## src/verilog/round_robin_arbiter.sv

```systemverilog
/* Round-robin arbiter built from a masked and an unmasked fixed-priority picker.
   The mask rotates past the master just served, only when the FSM accepts. */
`timescale 1ns/1ps

module round_robin_arbiter #(
	parameter int NUM_MASTERS = 4
) (
	input  logic                   clk,
	input  logic                   rst_an,
	input  logic [NUM_MASTERS-1:0] req,
	input  logic                   accept,
	output logic [NUM_MASTERS-1:0] grant,
	output logic                   grant_valid
);

	// rotating mask where a set bit lets that master win the masked pick
	logic [NUM_MASTERS-1:0] mask_ptr;
	logic [NUM_MASTERS-1:0] mask_next;
	logic [NUM_MASTERS-1:0] mask_req;
	logic [NUM_MASTERS-1:0] mask_grant;
	logic [NUM_MASTERS-1:0] nomask_grant;
	logic                   no_mask_req;

	// one-hot pick of the lowest requesting index
	function automatic logic [NUM_MASTERS-1:0] pick_lowest(
		input logic [NUM_MASTERS-1:0] r
	);
		logic [NUM_MASTERS-1:0] g;
		logic                   found;
		g = '0;
		found = 1'b0;
		for (int i = 0; i < NUM_MASTERS; i++) begin
			if (r[i] && !found) begin
				g[i] = 1'b1;
				found = 1'b1;
			end
		end
		return g;
	endfunction

	// requests still inside the mask
	assign mask_req = req & mask_ptr;
	assign no_mask_req = ~|mask_req;

	assign mask_grant = pick_lowest(mask_req);
	assign nomask_grant = pick_lowest(req);

	// unmasked picker only when the mask leaves nobody
	assign grant = no_mask_req ? nomask_grant : mask_grant;
	assign grant_valid = |req;

	// allow only indices above the granted one
	// top master served means everyone is allowed again
	always_comb begin
		logic below;
		below = 1'b0;
		mask_next[0] = grant[NUM_MASTERS-1];
		for (int i = 1; i < NUM_MASTERS; i++) begin
			// running or of the grant bits under i
			below = below | grant[i-1];
			mask_next[i] = grant[NUM_MASTERS-1] | below;
		end
	end

	// pointer moves only when a grant is taken
	always_ff @(posedge clk or negedge rst_an) begin
		if (!rst_an) begin
			mask_ptr <= '1;
		end else if (accept) begin
			mask_ptr <= mask_next;
		end
	end

endmodule

```

## config.mk

```make
export PLATFORM = sky130hd
export DESIGN_NAME = round_robin_arbiter
export DESIGN_NICKNAME = d
export VERILOG_FILES = /design/src/verilog/round_robin_arbiter.sv
export SDC_FILE = /design/constraint.sdc
export NUM_CORES = 1
export LEC_CHECK = 0
export BUFFER_PORTS_ARGS = -buffer_cell sky130_fd_sc_hd__buf_2
export CAP_MARGIN = 20
export CORE_AREA = 2 2 39 41
export CTS_CLUSTER_SIZE = 10
export DETAILED_ROUTE_END_ITERATION = 6
export DIE_AREA = 0 0 41 43
export GPL_TIMING_DRIVEN = 0
export PLACE_DENSITY = 0.55
export REMOVE_ABC_BUFFERS = 1
export SLEW_MARGIN = 10
export SYNTH_ARGS = -nofsm -noshare
export SYNTH_HDL_FRONTEND = slang
export SYNTH_SLANG_ARGS = --single-unit
```

## constraint.sdc

```tcl
create_clock -name clk -period 1.33 [get_ports clk]
set_clock_uncertainty 0.1 [all_clocks]
set_input_delay 0.0665 -clock clk [delete_from_list [all_inputs] [get_ports clk]]
set_output_delay 0.0665 -clock clk [all_outputs]
set_load 0.005 [all_outputs]
```

Word level (Yosys, flattened, before mapping)
Index checks and enable logic that the tools add are counted.

word-level totals
  output and inout port bits = 5
  register bits after elaboration = 4

operators by class
  bitwise logic cells = 6
  reduce and logical (&&, ||, !) cells = 14
  multiplexer cells = 13

operator list
  cell                number
  1-bit 2-to-1 mux    12
  4-bit OR reduction  2
  1-bit logical AND   6
  1-bit logical NOT   6
  1-bit OR            5
  4-bit AND           1
  4-bit 2-to-1 mux    1

Longest topological paths before layout
  depth in word-level cells = 15
  depth in mapped cells = 4
  mapped depth without buffers = 4

Worst setup path after synthesis
No wires, ideal clock.

  path type = flip-flop to flip-flop
  start point = register mask_ptr[2]
  end point = register mask_ptr[0]
  buffers on the path = 0
  slack = -25 ps
  period minus slack after synthesis = 1,355 ps
  cell stages (with the launch flop) = 5
  library setup time = 82 ps
  arrival = 1,173 ps
  cell sequence = dfstp_2 > a21boi_0 > o21ai_0 > nor2_1 > mux2_2

on the way
  cells in the longest elaborated chain, start to end = 7

RTL lines
  item                      line  source
  start: declaration        17    logic [NUM_MASTERS-1:0] mask_ptr;
  start signal: assignment  70    mask_ptr <= mask_next;
  4-bit AND (*)             42    assign mask_req = req & mask_ptr;
  1-bit logical AND         33    if (r[i] && !found) begin
  1-bit 2-to-1 mux          33
  1-bit logical NOT         33
  1-bit logical AND         33
  1-bit 2-to-1 mux          33
  4-bit 2-to-1 mux (*)      49    assign grant = no_mask_req ? nomask_grant : mask_grant;
  via mask_next[0]          18    logic [NUM_MASTERS-1:0] mask_next;

The timed path passes the listed nets; every way through them passes the cells marked *.
A chain may end at the register's enable or synchronous reset.

Worst setup path in the final report
  start point = register mask_ptr[3]
  end point = register mask_ptr[1]

on the way
  cells in the longest elaborated chain, start to end = 5

RTL lines
  item                  line  source
  4-bit AND (*)         42
  1-bit logical AND     33
  1-bit 2-to-1 mux      33
  4-bit 2-to-1 mux (*)  49
  1-bit OR (*)          61    mask_next[i] = grant[NUM_MASTERS-1] | below;

Every way passes the cells marked *; elsewhere a longest branch is shown, timed or not.

==> key figures <==
Power and ir drop
  – Power Dens Cells: 1050 mW/mm2
  – Logic pwr share: 35.6%
  – Int Pwr: 0.000350 W
  – Switch Pwr: 0.000155 W
  – Leakage: 0.215 nW
  – Design Power: 0.000505 W
  – Maximum vdd drop: 0.427 mV
  – Clock network power share: 31.4%
  – Reg power frac: 33.0%
  – Sw Ratio: 30.7%

Global route
  – Tot GR Track Use: 11.8%
  – First-pass GRT wire length: 1320 um
  – Global route overflow: 0
  – Initial antenna violation count: 0
  – Vias in the first global route: 316
  – Pin count of the biggest net entering global routing: 8

Routing
  – Post-Route WL: 880 um
  – Antenna-violating nets left: 0
  – First-pass DRT Iterations: 4
  – DR DRC count: 0
  – Wirelength per Cell: 12.8 um
  – Post-DR vias/cell: 4.84
  – Drt first-iter violations: 4
  – Via count: 334

STA
  – Slew @ Worst Pin: 0.243 ns
  – Period utilization: 111%
  – Pins over their slew limit: 0
  – Post-route minimum period: 1.48 ns
  – Relative slew margins: 83.6%
  – RSZ-0062 raised after global routing: true
  – Worst setup margin: -0.146 ns
  – Final setup vio count: 6
  – Number of hold violations in the final report: 0
  – Fmax: 678 MHz
  – Hold slack: 0.0665 ns

Layout
  – Largest registers: mask_ptr: 4 flops
  – Max FFs per register: 4
  – Final nets: 62
  – Reg with most FFs: mask_ptr
  – Share of layout cells above drive strength 1: 67.9%
  – Inserted Diodes: 0
  – Fin cells: 69
  – Area grow syn2layout: 71.4%
  – Core Util, Final: 34.7%

Clocking
  – Root buf cell: clkbuf_4
  – CTS buffer count: 3
  – Clock buffer depth: 2
  – H-tree depth reported by CTS: 1
  – Skew-Pair Late Insertion Delay: 0.24 ns
  – CTS tree: built
  – CTS Sinks: 4
  – Clk slew on worst S/H paths: 0.04 ns

Worst setup path
  – CP Class: reg2reg
  – Nature of the critical path endpoint: register
  – CP top delay family: compound AO/OA/AOI/OAI gates
  – Max incr delay on CP: 0.55 ns
  – Startpoint Class: register
  – Crit path DAT: 1.54 ns
  – WP buf/inv: 1
  – Crit path max fanout: 4
  – CP max-delay cell: dfstp_2
  – Worst EP required: 1.40 ns
  – Cell chain of the critical path: a21boi_2, o21ai_2, buf_4, a22o_1, a31oi_2
  – Reg2reg setup slack: -0.15 ns

Synth
  – Register area share after synthesis: 37.5%
  – Top-area cell type share of the netlist area: 37.5%
  – Mapped Area: 280 um2
  – Yosys cell types: 19
  – Post-Syn Instances: 31
  – Area leader, netlist: dfstp_2
  – Syn_area_per_cell: 9.04 um2
  – Yosys reg bits: 4
  – Yosys synthesis warning count: 0
  – Synth top area cells: dfstp_2 38%, o21ai_0 5.4%, a22oi_1 5.4%

Outcome
  – Status: finished, violations left
  – Failing checks: setup timing

Placement
  – PortBufs: 11
  – GPL Wtd Cong: 0.726
  – Placed Cells: 57
  – Post-DP HPWL: 509 um
  – Dpl ws: -0.184 ns

Floorplan
  – Die X: 41 um
  – Std cell rows: 14
  – Starting Density: 20.3%
  – Die area: 0.00176 mm2
  – IO Count: 12
  – Chip Height: 43 um
  – Total core area: 0.00138 mm2

Flow run
  – Max cap viols: 0

Hold path
  – Worst min path class: in2reg
-- layout make-up --
type / instances / area [um2]
inverters: 1 / 3.75
repair buffers: 20 / 131
flip-flops and latches: 4 / 105
fillers: 149 / 903
multi-input cells: 25 / 198
well taps: 16 / 20.0
clock buffers: 3 / 22.5
-- layer usage --
layer  track usage (%)  wire length [um]
met1              12.0               370
met2              17.5               452
met3              4.71                26
met4              10.0                31
met5                 0                 0
-- kinds of logic (layout without fill, tap and decap cells) --
kind of cell	Yosys count	in the layout	share of synthesized area, %
AO/OA/AOI/OAI	12	12	30.4
AND/OR/NAND/NOR	11	11	18.7
flip-flops	4	4	37.5
multiplexers	2	2	9.37
buffers and inverters	2	24	4.02
-- power by group through the flow --
stage                     Sequential [W]  Clock, W  Combinational [W]
after global placement          0.000169         0           0.000104
after global routing            0.000169  0.000171           0.000193
after floorplan                 0.000163         0          0.0000627
after CTS                       0.000166  0.000167           0.000164
after detailed placement        0.000169         0           0.000105
final                           0.000166  0.000159           0.000180
-- final timing paths --
path | from | to | cells after the start
setup reg to reg | mask_ptr[3] | mask_ptr[1] | 5
hold reg to reg | mask_ptr[0] | mask_ptr[1] | 2
hold / removal | req[0] | mask_ptr[1] | 3
min in group asynchronous | rst_an | mask_ptr[3] | 2
max in group asynchronous | rst_an | mask_ptr[0] | 2
setup / recovery | mask_ptr[3] | mask_ptr[1] | 5
-- placed cells by master, fill, tap and decap left out --
master and count:
a211oi_1 1, a21boi_2 1, a21oi_1 1, a22o_1 1
a22oi_1 1, a22oi_2 1, a31oi_2 1, a41oi_2 1
buf_2 11, buf_4 6, buf_6 1, clkbuf_4 3
dfstp_2 4, dlygate4sd3_1 2, inv_1 1, mux2_2 1
mux2_4 1, nand2_1 2, nand2_2 2, nor2_1 3
nor2_2 1, nor2b_1 1, nor3_1 1, o2111a_1 1
o21ai_0 2, o21ai_2 1, or4_4 1
-- synthesized netlist by cell type --
| cell type | n |
|---|---|
| or4_4 | 1 |
| mux2_4 | 1 |
| dfstp_2 | 4 |
| inv_1 | 1 |
| a211oi_1 | 1 |
| buf_4 | 1 |
| a41oi_1 | 1 |
| o2111a_1 | 1 |
| a22oi_1 | 2 |
| a21oi_1 | 1 |
| a22o_1 | 1 |
| nor2b_1 | 1 |
| nor3_1 | 1 |
| mux2_2 | 1 |
| nor2_1 | 4 |
| a21boi_0 | 1 |
| a31oi_1 | 1 |
| nand2_1 | 4 |
| o21ai_0 | 3 |
-- timing repair --
item / in CTS / in global routing
gates resized for setup: 9 / 2
buffers inserted: 6 / 1
pin swaps: 7 / 4
hold buffers: 2 / 0
endpoints found under the setup margin: 7 / 7
hold endpoints to repair: 6 / 0
-- per-stage QoR --
| stage | setup TNS [ns] | cell area [um2] |
|---|---|---|
| 2_1_floorplan | -0.0520 | 273 |
| 3_3_place_gp | -0.253 | 348 |
| 3_5_place_dp | -0.376 | 348 |
| 4_1_cts | -0.418 | 464 |
| 5_1_grt | -0.913 | 480 |
| 6_report | -0.573 | 480 |
-- tightest hold or removal path, cell delays in order --
cell	delay [ns]
buf_2	0.14
nand2_2	0.11
a31oi_2	0.08
Power figures use the tool's default switching activity.
