--- src/verilog/wb_bus_pkg.sv ---
/* Shared widths, bus word types and bus-cycle states for the Wishbone shared bus.
   Modules refer to these through scoped names. */
package wb_bus_pkg;

	// word address width, one address per 32-bit word
	localparam int ADDR_W = 16;

	// data width, full word only (no byte selects)
	localparam int DATA_W = 32;

	// word address on the bus
	typedef logic [ADDR_W-1:0] adr_t;

	// data word on the bus
	typedef logic [DATA_W-1:0] dat_t;

	// bus-cycle states
	typedef enum logic [1:0] {
		// no owner, waiting for a grant
		IDLE    = 2'd0,
		// cycle in progress for the latched owner
		OWNED   = 2'd1,
		// one cycle for the finished master to drop cyc
		RELEASE = 2'd2
	} bus_state_e;

endpackage

--- src/verilog/bus_cycle_fsm.sv ---
/* Bus-cycle FSM: takes one grant at a time, owns the bus until ack or err,
   then spends one release cycle before the next arbitration. */
`timescale 1ns/1ps

module bus_cycle_fsm #(
	parameter int NUM_MASTERS = 4
) (
	input  logic                   clk,
	input  logic                   rst_an,
	input  logic [NUM_MASTERS-1:0] grant,
	input  logic                   grant_valid,
	input  logic                   bus_ack,
	input  logic                   bus_err,
	output logic                   accept,
	output logic [NUM_MASTERS-1:0] owner,
	output logic                   owned,
	output logic                   count_en
);

	wb_bus_pkg::bus_state_e state;
	wb_bus_pkg::bus_state_e state_next;

	// grant is taken only from IDLE
	assign accept = (state == wb_bus_pkg::IDLE) && grant_valid;

	assign owned = (state == wb_bus_pkg::OWNED);

	// timer runs for the whole owned period
	assign count_en = owned;

	always_comb begin
		state_next = state;
		case (state)
			wb_bus_pkg::IDLE: begin
				if (grant_valid) begin
					state_next = wb_bus_pkg::OWNED;
				end
			end
			wb_bus_pkg::OWNED: begin
				// slave ack or timeout err ends the cycle
				if (bus_ack || bus_err) begin
					state_next = wb_bus_pkg::RELEASE;
				end
			end
			wb_bus_pkg::RELEASE: begin
				// finished master has dropped stb by now
				state_next = wb_bus_pkg::IDLE;
			end
			default: begin
				state_next = wb_bus_pkg::IDLE;
			end
		endcase
	end

	always_ff @(posedge clk or negedge rst_an) begin
		if (!rst_an) begin
			state <= wb_bus_pkg::IDLE;
		end else begin
			state <= state_next;
		end
	end

	// owner latched with the accepted grant, held through OWNED and RELEASE
	always_ff @(posedge clk or negedge rst_an) begin
		if (!rst_an) begin
			owner <= '0;
		end else if (accept) begin
			owner <= grant;
		end
	end

endmodule

--- config.mk ---
export PLATFORM = sky130hd
export DESIGN_NAME = bus_cycle_fsm
export DESIGN_NICKNAME = d
export VERILOG_FILES = /design/src/verilog/wb_bus_pkg.sv /design/src/verilog/bus_cycle_fsm.sv
export SDC_FILE = /design/constraint.sdc
export NUM_CORES = 1
export LEC_CHECK = 0
export ABC_AREA = 1
export BUFFER_PORTS_ARGS = -buffer_cell sky130_fd_sc_hd__buf_4
export CAP_MARGIN = 10
export CORE_AREA = 2 2 39 41
export CTS_BUF_LIST = sky130_fd_sc_hd__clkbuf_2
export DETAILED_ROUTE_END_ITERATION = 10
export DIE_AREA = 0 0 41 43
export GPL_ROUTABILITY_DRIVEN = 0
export PLACE_DENSITY = 0.4
export SLEW_MARGIN = 20
export SYNTH_ARGS = -nofsm -noshare
export SYNTH_HDL_FRONTEND = slang
export SYNTH_SLANG_ARGS = --single-unit
--- constraint.sdc ---
create_clock -name clk -period 0.8 [get_ports clk]
set_input_delay 0.04 -clock clk [delete_from_list [all_inputs] [get_ports clk]]
set_output_delay 0.04 -clock clk [all_outputs]
set_load 0.005 [all_outputs]
== After elaboration in Yosys (flattened, before gate mapping) ==
Index checks and enable logic that the tools add are counted.
Widths: inputs -> output; s select.

* Register bits after elaboration: 6
* Output and inout port bits: 7
* Logic and storage cells: 12

* Equality and inequality tests: 3
* Mux-type cells: 3
* Reduce and logical (&&, ||, !) cells: 4

{| class="wikitable"
|+ Operators by type and width
! operator !! number
|-
| $mux 2 || 2
|-
| $pmux 2 s2 || 1
|-
| $eq 2x1->1 const B || 1
|-
| $logic_not 2->1 || 1
|-
| $ne 2x1->1 const B || 1
|-
| $ne 2x2->1 const B || 1
|-
| $reduce_and 2->1 || 1
|-
| $logic_and 1x1->1 || 1
|-
| $logic_or 1x1->1 || 1
|}

== Depth between registers and ports, before layout ==
* Word-level depth: 3
* Mapped depth: 4
* Gate-level depth less buffers: 4

== Worst setup path before layout ==
OpenSTA, ideal clock, no wires.

* Kind: register to register
* Start: register state[0]
* End: register owner[0]
* Library setup time: 0.116 ns
* Data arrival time: 0.711 ns
* Data required time: 0.684 ns
* Path slack: -0.027 ns
* Cell stages (with the launch flop): 5
* Cells stage by stage: dfrtp_1 -> nor2_4 -> nand2_4 -> nand2_1 -> nand2_1

* Cells in the longest elaborated chain, start to end: 2

{| class="wikitable"
|+ RTL lines
! what !! line !! text
|-
| from (decl) || bus_cycle_fsm.sv:20 || <nowiki>wb_bus_pkg::bus_state_e state;</nowiki>
|-
| from (signal assigned) || bus_cycle_fsm.sv:57 || <nowiki>state <= wb_bus_pkg::IDLE;</nowiki>
|-
| from (signal assigned) || bus_cycle_fsm.sv:59 || <nowiki>state <= state_next;</nowiki>
|-
| $logic_not 2->1 || bus_cycle_fsm.sv:24 || <nowiki>assign accept = (state == wb_bus_pkg::IDLE) && grant_valid;</nowiki>
|-
| $logic_and 1x1->1 || bus_cycle_fsm.sv:24 ||
|-
| to (signal assigned) || bus_cycle_fsm.sv:68 || <nowiki>owner <= grant;</nowiki>
|-
| to (decl) || bus_cycle_fsm.sv:15 || <nowiki>output logic [NUM_MASTERS-1:0] owner,</nowiki>
|}

No other way between the ends.
A chain may end at the register's enable or synchronous reset.

== Final worst setup path ==
* Start: register state[1]
* End: output count_en

* Cells in the longest elaborated chain, start to end: 1

{| class="wikitable"
|+ RTL lines
! what !! line !! text
|-
| $eq 2x1->1 || bus_cycle_fsm.sv:26 || <nowiki>assign owned = (state == wb_bus_pkg::OWNED);</nowiki>
|-
| to (decl) || bus_cycle_fsm.sv:17 || <nowiki>output logic count_en</nowiki>
|}

No other way between the ends.

==> results by group <==
Status
  – Status: complete, but fails checks
  – Failing checks: setup timing

Clocking
  – Clock Latency Late Sink: 0.23 ns
  – Sink Count: 6
  – CTS clk-pin slew, worst paths: 0.06 ns
  – H-tree depth: 1
  – Clock buffer depth: 2
  – Inserted Clock Buffers: 3
  – CTS root buf: clkbuf_2
  – CTS tree: built

Setup path
  – Crit. End Element: output port
  – Kind of critical path: flip-flop to output port
  – WP data arrival: around 1 ns
  – R2R Path End: owner[1]$_DFFE_PN0P_
  – Worst Setup Start Kind: flip-flop
  – Crit path required time: 0.76 ns
  – Start point of the critical path: state[1]$_DFFE_PN0P_
  – R2R Setup Slk: -0.13 ns
  – Reg2reg path depth: 5
  – Reg2reg start: state[1]$_DFFE_PN0P_
  – Crit Path Max Fanout: 3

STA
  – Rel. slew slack: 0.895
  – Final Setup Violations: 8
  – Final hold violations: 0
  – Clock Skew: between 0.002 and 0.003 ns
  – FMAX: around 0.97 GHz
  – Final Slew Violations: 0
  – Least-Margin Pin Slew: around 0.16 ns
  – Worst Setup Slack, final: -0.232 ns
  – Final worst-path cycle share: 1.29
  – Crit path time final: a little over 1 ns
  – RSZ-0062 raised after global routing: true

Route
  – Vias: roughly 280
  – Routed wire length: about 660 um
  – Post-route ant nets: 0
  – Initial DRC count: 4
  – Vias per cell: between 4 and 5
  – DRC: 0
  – Drt wl/cell: 9.88 um
  – Initial DRT Pass Iterations: 4

Die
  – Num ports: 16
  – Total die area: 1760 um2
  – Core box area: around 1400 um2
  – # rows: 14
  – Initial Utilization: 0.188
  – Die Ht: 43 um
  – DIE WIDTH: 41 um

Power
  – Worst VDD drop: slightly above 1 mV
  – LEAKAGE: between 0.2 and 0.3 nW
  – Cell Pwr Density: 2630 nW/um2
  – Power, Total: roughly 1.3 mW

Layout
  – Fill cells: 150
  – Nets: a little over 60
  – Area delta synth->final: 89.9%
  – Footprint of the multi-input gates: approximately 120 um2
  – Post-route cell area: 494 um2
  – Core Util, Final: 0.357
  – Register area: roughly 150 um2
  – Share of cells above drive strength 1: 0.647
  – # diodes: 0
  – Non-Filler Instances: 67

Synth
  – Largest family of logic cells by synthesized area: simple AND/OR/NAND/NOR gates
  – Synthesized cell area: around 260 um2
  – Xor and xnor area share after synthesis: 0
  – Leading area contributor after synthesis: dfrtp_1
  – Syn Inst Count: 28
  – Sequential fraction of the synthesis area: 0.577
  – Yosys Warn Count: 0
  – Distinct cells, synth: 10
  – Multiplexer share of the synthesized area: 0
  – Yosys reg bits: 6
  – Post-Synth Simple-Gate Area: 0.365
  – Syn Area/Cell: slightly above 9 um2
  – Area fraction of the dominant cell type after synthesis: 0.577
  – Post-Synth Adder-Cell Area: 0
  – Dominant cells by area after synthesis: dfrtp_1 58%, nand2_1 14%, nand3_1 7.7%
  – Net count of the mapped netlist: 37
  – Compound-cell area share of the yosys netlist: 0

Place
  – DP Cell Count: roughly 60
  – Place WS: -0.0839 ns
  – PortBufs: 15
  – Placed cell area: slightly below 400 um2
  – DP HPWL: about 490 um

Global routing
  – Tot GR Track Use: 0.107
  – Aggregate global routing overflow: 0
  – Number of antenna violations at the first check in global routing: 0
  – Vias in the first global route: 261
  – First-pass GRT wire length: ~1100 um
  – Largest net degree at the start of global routing: 7

Hold path
  – Hold Path Cell Cnt: 3
  – Hold Startpoint: grant[3]
  – Hold Path Sink: owner[3]$_DFFE_PN0P_
  – Worst min-delay path class: primary input to flip-flop

Job
  – Max Cap Viol: 0
-- cells by family after synthesis --
group / Yosys count
DFF: 6
and+or+nand+nor: 19
buffers and inverters: 3
-- final cells by class --
class / count / share of cell area
Timing Repair Buffer: 21 / 0.377
Tap cell: 16 / 0.0405
Multi-Input combinational cell: 19 / 0.233
Sequential cell: 6 / 0.304
Inverter: 2 / 0.0152
Clock buffer: 3 / 0.0304
-- timing repair --
action | 4_1_cts | 5_1_grt
pin swaps | 3 | 3
setup endpoints to repair | 11 | 13
resized for setup | 6 | 9
hold endpoints to repair | 6 | 0
hold buffers | 1 | 0
setup buffers | 3 | 1
-- registers in the layout, summed over array words and instances, names as in the netlist --
register,count
owner,4
state,2
-- where the power goes --
part | switching, mW | leakage (nW) | internal (mW)
combinational | 0.222 | 0.176 | 0.382
clock | 0.120 | 0.0125 | 0.102
sequential | 0.0781 | 0.0750 | 0.396
total | 0.420 | 0.264 | 0.880
-- worst max-delay path: stages, from the launching register on --
cell and delay (ns):
dfrtp_1 0.42, buf_6 0.14, nor2_4 0.08, buf_4 0.12
-- worst max path at each step --
stage | to | cells past startpoint
2_1_floorplan | owner[0]$_DFFE_PN0P_ | 4
3_3_place_gp | owner[1]$_DFFE_PN0P_ | 4
3_5_place_dp | owner[1]$_DFFE_PN0P_ | 4
4_1_cts | count_en | 3
5_1_grt | count_en | 3
6_report | count_en | 3
-- synth_stat cells (all sizes together) --
cell / n
buf: 1
dfrtp: 6
inv: 2
nand2: 11
nand3: 4
nor2: 3
nor3: 1
-- metrics by stage --
stage	hold slack [ns]	setup TNS, ns
after floorplan	-0.256	-0.109
after global placement	-0.146	-0.462
after detailed placement	-0.146	-0.543
after CTS	0.0264	-1.56
after global routing	0.0333	-1.87
final	0.0343	-1.22
-- per-layer routing --
| metal | vias to the layer above | share of wire | global-route usage |
|---|---|---|---|
| met4 | 0 | 0.035 | 0.0800 |
| met3 | 4 | 0.12 | 0.0942 |
| met1 | 128 | 0.40 | 0.114 |
| li1 | 133 | - | - |
| met2 | 12 | 0.44 | 0.128 |
| met5 | - | 0 | 0 |
-- cell usage in the layout (no fill, tap or decap) --
master         netlist  routed
buf_4                1      13
buf_6                0       7
nand2_2              0       6
dfrtp_1              6       6
nand3_1              4       4
nand2_1             10       4
clkbuf_2             0       3
nor2_4               1       2
inv_1                2       1
nand2_4              1       1
inv_2                0       1
nor2_1               1       1
nor3_1               1       1
dlygate4sd3_1        0       1
Note: power is estimated with default switching activity, not from simulation.
