===== src/verilog/cycle_timer.sv =====
/* Wait-cycle counter for one bus cycle.
   Flags a timeout once the owned period reaches TIMEOUT_CYCLES without an ack. */
`timescale 1ns/1ps

module cycle_timer #(
	parameter int TIMEOUT_CYCLES = 16
) (
	input  logic clk,
	input  logic rst_an,
	input  logic count_en,
	output logic timeout
);

	localparam int CNT_W = $clog2(TIMEOUT_CYCLES + 1);
	localparam logic [CNT_W-1:0] LIMIT = CNT_W'(TIMEOUT_CYCLES);

	logic [CNT_W-1:0] count;

	// clears whenever the FSM leaves OWNED
	// saturates at the limit so timeout stays up until then
	always_ff @(posedge clk or negedge rst_an) begin
		if (!rst_an) begin
			count <= '0;
		end else if (!count_en) begin
			count <= '0;
		end else if (count != LIMIT) begin
			count <= count + 1'b1;
		end
	end

	// mux gates this with owned, so err reaches the master once
	assign timeout = (count == LIMIT);

endmodule


===== config.mk =====
export PLATFORM = sky130hd
export DESIGN_NAME = cycle_timer
export DESIGN_NICKNAME = d
export VERILOG_FILES = /design/src/verilog/cycle_timer.sv
export SDC_FILE = /design/constraint.sdc
export NUM_CORES = 1
export LEC_CHECK = 0
export ABC_AREA = 1
export BUFFER_PORTS_ARGS = -buffer_cell sky130_fd_sc_hd__buf_4
export CAP_MARGIN = 25
export CORE_AREA = 2 2 39 41
export CTS_BUF_LIST = sky130_fd_sc_hd__clkbuf_8
export CTS_CLUSTER_DIAMETER = 50
export DETAILED_ROUTE_END_ITERATION = 10
export DIE_AREA = 0 0 41 43
export GPL_ROUTABILITY_DRIVEN = 0
export HOLD_SLACK_MARGIN = 0.03
export MAX_ROUTING_LAYER = met4
export PLACE_DENSITY = 0.43
export REMOVE_ABC_BUFFERS = 1
export SLEW_MARGIN = 0
export SYNTH_ARGS = -nofsm -noshare
export SYNTH_HDL_FRONTEND = slang
export SYNTH_SLANG_ARGS = --single-unit

===== constraint.sdc =====
create_clock -name clk -period 1.05 [get_ports clk]
set_input_delay 0.105 -clock clk [delete_from_list [all_inputs] [get_ports clk]]
set_output_delay 0.105 -clock clk [all_outputs]
set_load 0.005 [all_outputs]

==> Yosys cells after proc, flatten, opt, wreduce, memory -nomap -nowiden <==
Cells that the tools add are included.
{ "word_totals": {"word_cells": 7, "register_bits": 5, "inputBits": 3, "output_inout_bits": 1} }
{ "classes": {"mux": 2, "addsub": 1, "eq_ne": 3} }
{ "op_table": {"columns": ["operator", "count"], "rows": [
  ["2-to-1 mux 5 bit", 2],
  ["adder 5 x 1 -> 5 bit, second input constant", 1],
  ["== test 5 bit, second input constant", 1],
  ["inequality test 5 bit, second input constant", 1],
  ["inequality test 2 x 1 -> 1 bit, second input constant", 1]
]} }

==> Longest topological paths before layout <==
Gate-level depths: netlist of the first run.
{ "depth": {"depth_word": 3, "ltp_mapped": 7, "ltp_nobuf": 7} }

==> Worst setup path after synthesis of the first run <==
Ideal clock, no wire load.
{ "synth_timing": {"kind": "reg-to-reg", "from": "register count[0]", "to": "register count[2]", "t_required_ps": 936, "stages_incl_launch_ff": 5, "setup_time_ps": 114, "period_less_slack_ps": 1004, "slack_ps": 46, "n_path_buf": 0, "arrival_time_ps": 890, "cell_sequence": "dfrtp_1 ha_1 or2_1 nand3_1 nor2_1"} }
{ "synth_between": {"elab_chain_cells": 3, "elab_cells_between_ends": 5, "cone_classes": "1 x add/sub; 2 x eq/ne; 2 x mux"} }
{ "synth_lines": {"columns": ["element", "line_no", "rtl"], "rows": [
  ["start, declared", "17", "logic [CNT_W-1:0] count;"],
  ["start signal, assigned", "27", "count <= count + 1'b1;"],
  ["adder 5 x 1 -> 5 bit", "27", null],
  ["2-to-1 mux 5 bit", "26", "end else if (count != LIMIT) begin"],
  ["2-to-1 mux 5 bit", "24", "end else if (!count_en) begin"]
]} }
Parallel ways exist; a longest one is shown, timed or not. The select of a mux whose other input is x is not followed.
A chain may end at the register's enable or synchronous reset.

==> Worst setup path after layout of the first run <==
{ "layout_timing": {"from": "register count[0]", "to": "output port timeout"} }
{ "layout_between": {"elab_chain_cells": 1} }
{ "layout_lines": {"columns": ["element", "line_no", "rtl"], "rows": [
  ["== test 5 bit", "32", "assign timeout = (count == LIMIT);"],
  ["end, declared", "11", "output logic timeout"]
]} }
Every way passes these cells.

==> tab_implementation.tex, run 1 <==
\begin{tabular}{lr}
\hline
Metric & Value \\
\hline
\multicolumn{2}{l}{\textbf{Logic synthesis}} \\
\quad Adder-cell share of the synthesized area & 0.0901 \\
\quad Synthesized-area fraction occupied by xor and xnor cells & 0 \\
\quad Distinct cell type count after synthesis & 11 \\
\quad Compound-Gate Fraction of Synth Area & 0 \\
\quad Cell area after synthesis & 278 um\^{}2 \\
\quad Flops \& latches, synth & 5 \\
\quad Synthesized area divided by synthesized cell count & 7.72 um\^{}2 \\
\quad Number of synthesis warnings & 0 \\
\quad Synthesized instance count & 36 \\
\quad Part of the Yosys area used for sequential elements & 0.450 \\
\quad Multiplexer share of the synthesized area & 0 \\
\quad Simple logic cell fraction of the synthesized area & 0.378 \\
\quad Main combinational cell family by area after synthesis & simple AND/OR/NAND/NOR gates \\
\multicolumn{2}{l}{\textbf{Floorplanning}} \\
\quad Die height & 43 um \\
\quad Core Footprint & 1380 um\^{}2 \\
\quad Total Die Area & 1760 um\^{}2 \\
\quad Die width & 41 um \\
\quad Starting utilization of the core area & 0.201 \\
\quad Cell Rows & 14 \\
\quad I/O pin count & 4 \\
\multicolumn{2}{l}{\textbf{Place}} \\
\quad Dpl hpwl & $\sim$400 um \\
\quad Input/output buffers & 3 \\
\multicolumn{2}{l}{\textbf{CTS}} \\
\quad Root buffer cell & sky130\_fd\_sc\_hd\_\_clkbuf\_8 \\
\quad CTS buffer count & 3 \\
\quad Max Root-Sink Buffers & 2 \\
\quad Clock transition at path regs & 0.03 ns \\
\quad Clock sink count & 5 \\
\quad H-tree levels & 1 \\
\quad Clock latency at the later pin of the worst-skew pair & 0.21 ns \\
\quad TritonCTS clock tree & done \\
\multicolumn{2}{l}{\textbf{Setup path}} \\
\quad Worst Path Class, Setup & reg2out \\
\quad Worst-path fanout max & 2 \\
\quad CP arrival & 1.09 ns \\
\quad Length in cells of the worst reg-to-reg path & 5 \\
\quad CP Launch Type & register \\
\quad Crit Reg-Reg Endpoint & count[2]\$\_DFFE\_PN0P\_ \\
\quad Startpoint of the worst-slack reg-to-reg timing path & count[1]\$\_DFFE\_PN0P\_ \\
\quad Register-to-register setup slack & -0.06 ns \\
\quad Crit path required time & about 0.94 ns \\
\quad Critical path capture point type & output port \\
\multicolumn{2}{l}{\textbf{STA}} \\
\quad Setup repair after global routing missed its margin & true \\
\quad Upper clock frequency limit & approximately 830 MHz \\
\quad Final Hold Fails & 0 \\
\quad Transition time of the tightest slew-check pin & 0.158 ns \\
\quad Final setup violation count & 4 \\
\quad Max-Slew Margin vs Limit & 0.895 \\
\quad Final cycle utilization of the critical path & 1.14 \\
\quad Crit path setup slack, layout & -0.149 ns \\
\quad Final setup skew & 0.000959 ns \\
\quad Minimum clock period & 1.20 ns \\
\quad Final Max Slew Viols & 0 \\
\multicolumn{2}{l}{\textbf{Global route}} \\
\quad Global-route total usage across every layer & 0.0881 \\
\quad Initial antenna violation count & 0 \\
\quad Number of global-route vias before repair & 242 \\
\quad Maximum number of pins on one net before global-route repair & 8 \\
\quad Global-route wire length before repair & 917 um \\
\quad Overflow left after global routing & 0 \\
\multicolumn{2}{l}{\textbf{Power and ir drop}} \\
\quad Leakage power summed over all cells & 0.231 nW \\
\quad Peak VDD IR & approximately 460 uV \\
\quad Pwr/cell area & approximately 1400 nW/um\^{}2 \\
\quad Total power & 0.617 mW \\
\multicolumn{2}{l}{\textbf{Final layout}} \\
\quad Post-synthesis to final-layout area growth & 62.6\% \\
\quad Final net count & 55 \\
\quad Register bank with the most flops & count \\
\quad Number of flip-flops under the largest register name & 5 \\
\quad Count of antenna diodes in the layout & 0 \\
\quad Share of cells above drive strength 1 & 0.449 \\
\quad Final core utilization & 0.326 \\
\quad Fill count & 151 \\
\quad Largest registers & count (5) \\
\multicolumn{2}{l}{\textbf{Job}} \\
\quad Total of max-cap violations & 0 \\
\multicolumn{2}{l}{\textbf{Drt}} \\
\quad First DRT Iteration DRCs & 1 \\
\quad Via density per instance & 4.03 \\
\quad Post-route DRC violation count & 0 \\
\quad Number of iterations in the first detailed-routing pass & 4 \\
\quad Remaining antenna violation count after routing & 0 \\
\quad Post-DR wirelength/cell & 8.88 um \\
\quad Number of vias after detailed routing & roughly 260 \\
\quad Routed wire length & a little under 600 um \\
\multicolumn{2}{l}{\textbf{Worst hold path}} \\
\quad Worst hold start & count\_en \\
\quad End of the worst hold path & count[3]\$\_DFFE\_PN0P\_ \\
\quad Number of stages on the worst hold path & 3 \\
\quad Class of the most critical hold timing path & in2reg \\
\multicolumn{2}{l}{\textbf{Outcome}} \\
\quad Outcome & complete, but fails checks \\
\quad Failing checks & setup timing \\
\hline
\end{tabular}
## how the worst max path moves through the flow
stage | cells after the start | slack, ns | to | startpoint
4_1_cts | 7 | -0.15 | timeout | count[0]$_DFFE_PN0P_
5_1_grt | 7 | -0.23 | timeout | count[0]$_DFFE_PN0P_
3_3_place_gp | 7 | -0.04 | timeout | count[0]$_DFFE_PN0P_
3_5_place_dp | 7 | -0.06 | timeout | count[0]$_DFFE_PN0P_
2_1_floorplan | 4 | 0.05 | count[2]$_DFFE_PN0P_ | count[0]$_DFFE_PN0P_
6_report | 7 | -0.15 | timeout | count[0]$_DFFE_PN0P_
## worst max-delay path: stages, from the launching register on
cell	delay (ns)
sky130_fd_sc_hd__dfrtp_1	0.38
sky130_fd_sc_hd__inv_2	0.08
sky130_fd_sc_hd__ha_4	0.12
sky130_fd_sc_hd__nand2_2	0.04
sky130_fd_sc_hd__inv_2	0.06
sky130_fd_sc_hd__nand2_2	0.06
sky130_fd_sc_hd__inv_2	0.06
sky130_fd_sc_hd__buf_6	0.08
## where the power goes
group | switching [mW] | internal (mW) | leakage [nW]
clock network | 0.0833 | 0.250 | 0.0269
logic | 0.0377 | 0.0356 | 0.137
registers | 0.00742 | 0.203 | 0.0673
total | 0.128 | 0.488 | 0.231
## routing by layer
layer	vias to the layer above	global-route usage	wire [um]
li1	139	-	-
met1	118	0.0789	250
met2	3	0.125	290
met3	2	0.0471	26
met4	0	0.0800	10
met5	-	-	0
## per-stage QoR
step	setup slack (ns)	TNS (ns)	hold WS (ns)	cell area (um^2)	cells
after global placement	-0.0424	-0.0949	-0.0870	320	55
after CTS	-0.151	-0.307	0.159	454	66
after detailed placement	-0.0573	-0.147	-0.0907	320	55
after global routing	-0.228	-0.621	0.170	452	65
final	-0.149	-0.283	0.164	452	65
after floorplan	0.0458	0	-0.191	278	36
## repair_timing
| action | 4_1_cts | 5_1_grt |
|---|---|---|
| hold endpoints to repair | 5 | 0 |
| endpoints found under the setup margin | 4 | 5 |
| gates resized for setup | 10 | 1 |
| setup buffers | 6 | 0 |
| pin swaps | 2 | 1 |
| hold buffers | 1 | 0 |
## cells in the mapped netlist
| cell | n | area (um^2) |
|---|---|---|
| sky130_fd_sc_hd__dfrtp_1 | 5 | 125 |
| sky130_fd_sc_hd__ha_1 | 2 | 25.0 |
| sky130_fd_sc_hd__inv_1 | 5 | 18.8 |
| sky130_fd_sc_hd__inv_2 | 1 | 3.75 |
| sky130_fd_sc_hd__nand2_1 | 8 | 30.0 |
| sky130_fd_sc_hd__nand2_2 | 1 | 6.26 |
| sky130_fd_sc_hd__nand3_1 | 5 | 25.0 |
| sky130_fd_sc_hd__nand4_1 | 2 | 12.5 |
| sky130_fd_sc_hd__nor2_1 | 5 | 18.8 |
| sky130_fd_sc_hd__nor2_2 | 1 | 6.26 |
| sky130_fd_sc_hd__or2_1 | 1 | 6.26 |
## layout by cell type, fill, tap and decap left out, drive strengths merged
| cell | synthesis | routed |
|---|---|---|
| or2 | 1 | 1 |
| nand4 | 2 | 2 |
| dlygate4sd3 | 0 | 1 |
| nor2 | 6 | 6 |
| ha | 2 | 2 |
| inv | 6 | 7 |
| clkbuf | 0 | 3 |
| buf | 0 | 8 |
| nand2 | 9 | 9 |
| nand3 | 5 | 5 |
| dfrtp | 5 | 5 |
## area by class of cell
type | count | area [um^2] | share of cell area
sequential | 5 | 125 | 0.277
tap | 16 | 20.0 | 0.0443
timing repair buffer | 9 | 73.8 | 0.163
inverter | 6 | 22.5 | 0.0499
clock buffer | 3 | 41.3 | 0.0914
multi-input combinational | 25 | 165 | 0.366
clock inverter | 1 | 3.75 | 0.00831
## cell families (layout without fill, tap and decap cells)
logic type / after synthesis / after routing
fa+ha+maj: 2 / 2
simple gates: 23 / 23
flops: 5 / 5
buf+inv: 6 / 19
Note: power is estimated with default switching activity, not from simulation.
==> run 2: changes to the inputs <==
--- a/config.mk
+++ b/config.mk
@@ -6,17 +6,17 @@
 export NUM_CORES = 1
 export LEC_CHECK = 0
 export ABC_AREA = 1
-export BUFFER_PORTS_ARGS = -buffer_cell sky130_fd_sc_hd__buf_4
 export CAP_MARGIN = 25
 export CORE_AREA = 2 2 39 41
 export CTS_BUF_LIST = sky130_fd_sc_hd__clkbuf_8
 export CTS_CLUSTER_DIAMETER = 50
 export DETAILED_ROUTE_END_ITERATION = 10
 export DIE_AREA = 0 0 41 43
+export DONT_BUFFER_PORTS = 1
 export GPL_ROUTABILITY_DRIVEN = 0
 export HOLD_SLACK_MARGIN = 0.03
 export MAX_ROUTING_LAYER = met4
-export PLACE_DENSITY = 0.43
+export PLACE_DENSITY = 0.4
 export REMOVE_ABC_BUFFERS = 1
 export SLEW_MARGIN = 0
 export SYNTH_ARGS = -nofsm -noshare
==> tab_implementation.tex, run 2 (synthesized netlist as in run 1, its figures left out) <==
\begin{tabular}{lr}
\hline
Metric & Value \\
\hline
\multicolumn{2}{l}{\textbf{Job}} \\
\quad Total of max-cap violations & 0 \\
\multicolumn{2}{l}{\textbf{Final layout}} \\
\quad Commonest cells after routing, fill and taps aside & sky130\_fd\_sc\_hd\_\_nand2\_1, sky130\_fd\_sc\_hd\_\_buf\_4, sky130\_fd\_sc\_hd\_\_nor2\_1, sky130\_fd\_sc\_hd\_\_dfrtp\_1, sky130\_fd\_sc\_hd\_\_inv\_2 \\
\quad Register bank with the most flops & count \\
\quad Final net count & 55 \\
\quad Count of antenna diodes in the layout & 0 \\
\quad Post-synthesis to final-layout area growth & 58.6\% \\
\quad Share of cells above drive strength 1 & 0.408 \\
\quad Number of flip-flops under the largest register name & 5 \\
\quad Fill count & 150 \\
\quad Largest registers & count (5) \\
\quad Area used by multi-input combinational logic & 155 um\^{}2 \\
\quad Sequential cell area & 125 um\^{}2 \\
\multicolumn{2}{l}{\textbf{STA}} \\
\quad Max-Slew Margin vs Limit & 0.847 \\
\quad Minimum clock period & 1.17 ns \\
\quad Crit path setup slack, layout & -0.118 ns \\
\quad Final Max Slew Viols & 0 \\
\quad Transition time of the tightest slew-check pin & 0.229 ns \\
\quad Final cycle utilization of the critical path & 1.11 \\
\quad Final setup skew & 0.000606 ns \\
\quad Final setup violation count & 4 \\
\quad Setup repair after global routing missed its margin & true \\
\quad Final Hold Fails & 0 \\
\quad Upper clock frequency limit & 856 MHz \\
\quad Post-Route Hold Slack & approximately 0.027 ns \\
\multicolumn{2}{l}{\textbf{Setup path}} \\
\quad Cell with the most instances on the worst path & sky130\_fd\_sc\_hd\_\_buf\_4 \\
\quad CP Launch Type & register \\
\quad Register-to-register setup slack & -0.12 ns \\
\quad Worst-path fanout max & 4 \\
\quad Critical path capture point type & register \\
\quad Slowest cell on the critical path & sky130\_fd\_sc\_hd\_\_dfrtp\_1 \\
\quad Worst Path Class, Setup & reg2reg \\
\quad Crit path required time & 1.15 ns \\
\quad CP arrival & 1.27 ns \\
\quad Slowest stage delay, CP & 0.39 ns \\
\quad Ordered list of cells on the worst path & inv\_2, buf\_4, buf\_4, buf\_4, buf\_4, nand3\_2, nand2\_1 \\
\multicolumn{2}{l}{\textbf{Global route}} \\
\quad Overflow left after global routing & 0 \\
\quad Number of global-route vias before repair & 273 \\
\quad Global-route wire length before repair & 1110 um \\
\quad Maximum number of pins on one net before global-route repair & 8 \\
\quad Global-route total usage across every layer & 0.102 \\
\quad Initial antenna violation count & 0 \\
\multicolumn{2}{l}{\textbf{CTS}} \\
\quad Clock latency at the later pin of the worst-skew pair & 0.21 ns \\
\quad Clock sink count & 5 \\
\quad Root buffer cell & sky130\_fd\_sc\_hd\_\_clkbuf\_8 \\
\quad Clock transition at path regs & 0.03 ns \\
\quad H-tree levels & 1 \\
\quad Max Root-Sink Buffers & 2 \\
\quad CTS buffer count & 3 \\
\quad TritonCTS clock tree & done \\
\multicolumn{2}{l}{\textbf{Drt}} \\
\quad Via density per instance & slightly above 4 \\
\quad Post-DR wirelength/cell & 10.8 um \\
\quad Highest metal layer used by the detailed router & met4 \\
\quad Routed wire length & 700 um \\
\quad Post-route DRC violation count & 0 \\
\quad Routed length on met1 & 271 um \\
\quad Number of vias after detailed routing & about 270 \\
\quad First DRT Iteration DRCs & 0 \\
\quad WL met2 & 395 um \\
\quad Sum of met3 wire segment lengths after detailed routing & 25 um \\
\quad Number of iterations in the first detailed-routing pass & 1 \\
\quad Remaining antenna violation count after routing & 0 \\
\multicolumn{2}{l}{\textbf{Place}} \\
\quad Placement Setup Slack & -0.0324 ns \\
\quad Input/output buffers & 0 \\
\quad Dpl hpwl & 420 um \\
\multicolumn{2}{l}{\textbf{Power and ir drop}} \\
\quad Sw Share & 0.204 \\
\quad Share of power burned in registers & 0.342 \\
\quad Proportion of power drawn by combinational gates & 0.131 \\
\quad Leakage power summed over all cells & between 0.2 and 0.25 nW \\
\quad Peak VDD IR & between 500 and 600 uV \\
\quad Switch Pwr & 0.127 mW \\
\quad Clock power frac & 0.527 \\
\quad Internal power & between 0.4 and 0.5 mW \\
\quad Pwr/cell area & 1420 nW/um\^{}2 \\
\multicolumn{2}{l}{\textbf{Floorplanning}} \\
\quad Total Die Area & roughly 1800 um\^{}2 \\
\quad Die height & 43 um \\
\quad I/O pin count & 4 \\
\quad Die width & approximately 41 um \\
\quad Core Footprint & 1380 um\^{}2 \\
\quad Cell Rows & 14 \\
\quad Starting utilization of the core area & 0.201 \\
\multicolumn{2}{l}{\textbf{Worst hold path}} \\
\quad Class of the most critical hold timing path & in2reg \\
\multicolumn{2}{l}{\textbf{Outcome}} \\
\quad Outcome & complete, but fails checks \\
\quad Failing checks & setup timing \\
\hline
\end{tabular}
run 2: cell count changes in the layout (fill, tap and decap cells not counted):
cell,delta
sky130_fd_sc_hd__ha_1,+1
sky130_fd_sc_hd__dlygate4sd3_1,+1
sky130_fd_sc_hd__nor2_1,+1
sky130_fd_sc_hd__ha_4,-1
sky130_fd_sc_hd__buf_6,-1
sky130_fd_sc_hd__nand3_1,-1
sky130_fd_sc_hd__nand3_2,+1
sky130_fd_sc_hd__nor2_2,-1
run 2: worst paths after layout:
| check | cells past startpoint | end | from |
|---|---|---|---|
| setup / recovery | 7 | count[0]$_DFFE_PN0P_ | count[0]$_DFFE_PN0P_ |
| hold / removal | 2 | count[1]$_DFFE_PN0P_ | count_en |
| setup reg to reg | 7 | count[0]$_DFFE_PN0P_ | count[0]$_DFFE_PN0P_ |
| hold reg to reg | 2 | count[0]$_DFFE_PN0P_ | count[0]$_DFFE_PN0P_ |
| max in group asynchronous | 1 | count[4]$_DFFE_PN0P_ | rst_an |
| min in group asynchronous | 1 | count[1]$_DFFE_PN0P_ | rst_an |
run 2: area by class of cell:
class	count	share of cell area
multi-input combinational	25	0.352
clock buffer	3	0.0938
tap	16	0.0455
sequential	5	0.284
inverter	6	0.0511
clock inverter	1	0.00852
timing repair buffer	9	0.165
run 2: repair_timing:
item / 4_1_cts / 5_1_grt
pin swaps: 2 / 2
endpoints found under the hold margin: 8 / 3
gates resized for setup: 7 / 1
setup endpoints to repair: 4 / 5
buffers inserted: 7 / 0
hold buffers: 1 / 1
run 2: per-stage QoR:
stage / instance area, um^2 / setup TNS [ns] / utilization / power [mW] / std cells
detailed placement: 298 / -0.0661 / 0.215 / 0.244 / 52
finish: 440 / -0.379 / 0.318 / 0.625 / 65
floorplan: 278 / 0 / - / 0.237 / 36
global placement: 298 / -0.137 / 0.215 / 0.245 / 52
global route: 440 / -0.599 / 0.318 / 0.666 / 65
CTS: 425 / -0.305 / 0.307 / 0.621 / 64
run 2: worst max-delay path: cells and delay by family, from the launching register on:
family / cells / cell delay [ns]
buffers and inverters: 5 / 0.56
DFF: 1 / 0.39
and+or+nand+nor: 2 / 0.11
run 2: power by group through the flow:
| stage | logic [mW] | clock network [mW] | registers, mW |
|---|---|---|---|
| 2_1_floorplan | 0.0232 | 0 | 0.213 |
| 3_3_place_gp | 0.0290 | 0 | 0.216 |
| 3_5_place_dp | 0.0287 | 0 | 0.216 |
| 4_1_cts | 0.0683 | 0.339 | 0.213 |
| 5_1_grt | 0.0904 | 0.360 | 0.215 |
| 6_report | 0.0819 | 0.329 | 0.214 |
run 2: routing by layer:
layer  track usage  up-vias
met2         0.150        4
met4        0.0800        0
met3        0.0314        2
met5             -        -
li1              -      138
met1         0.108      125
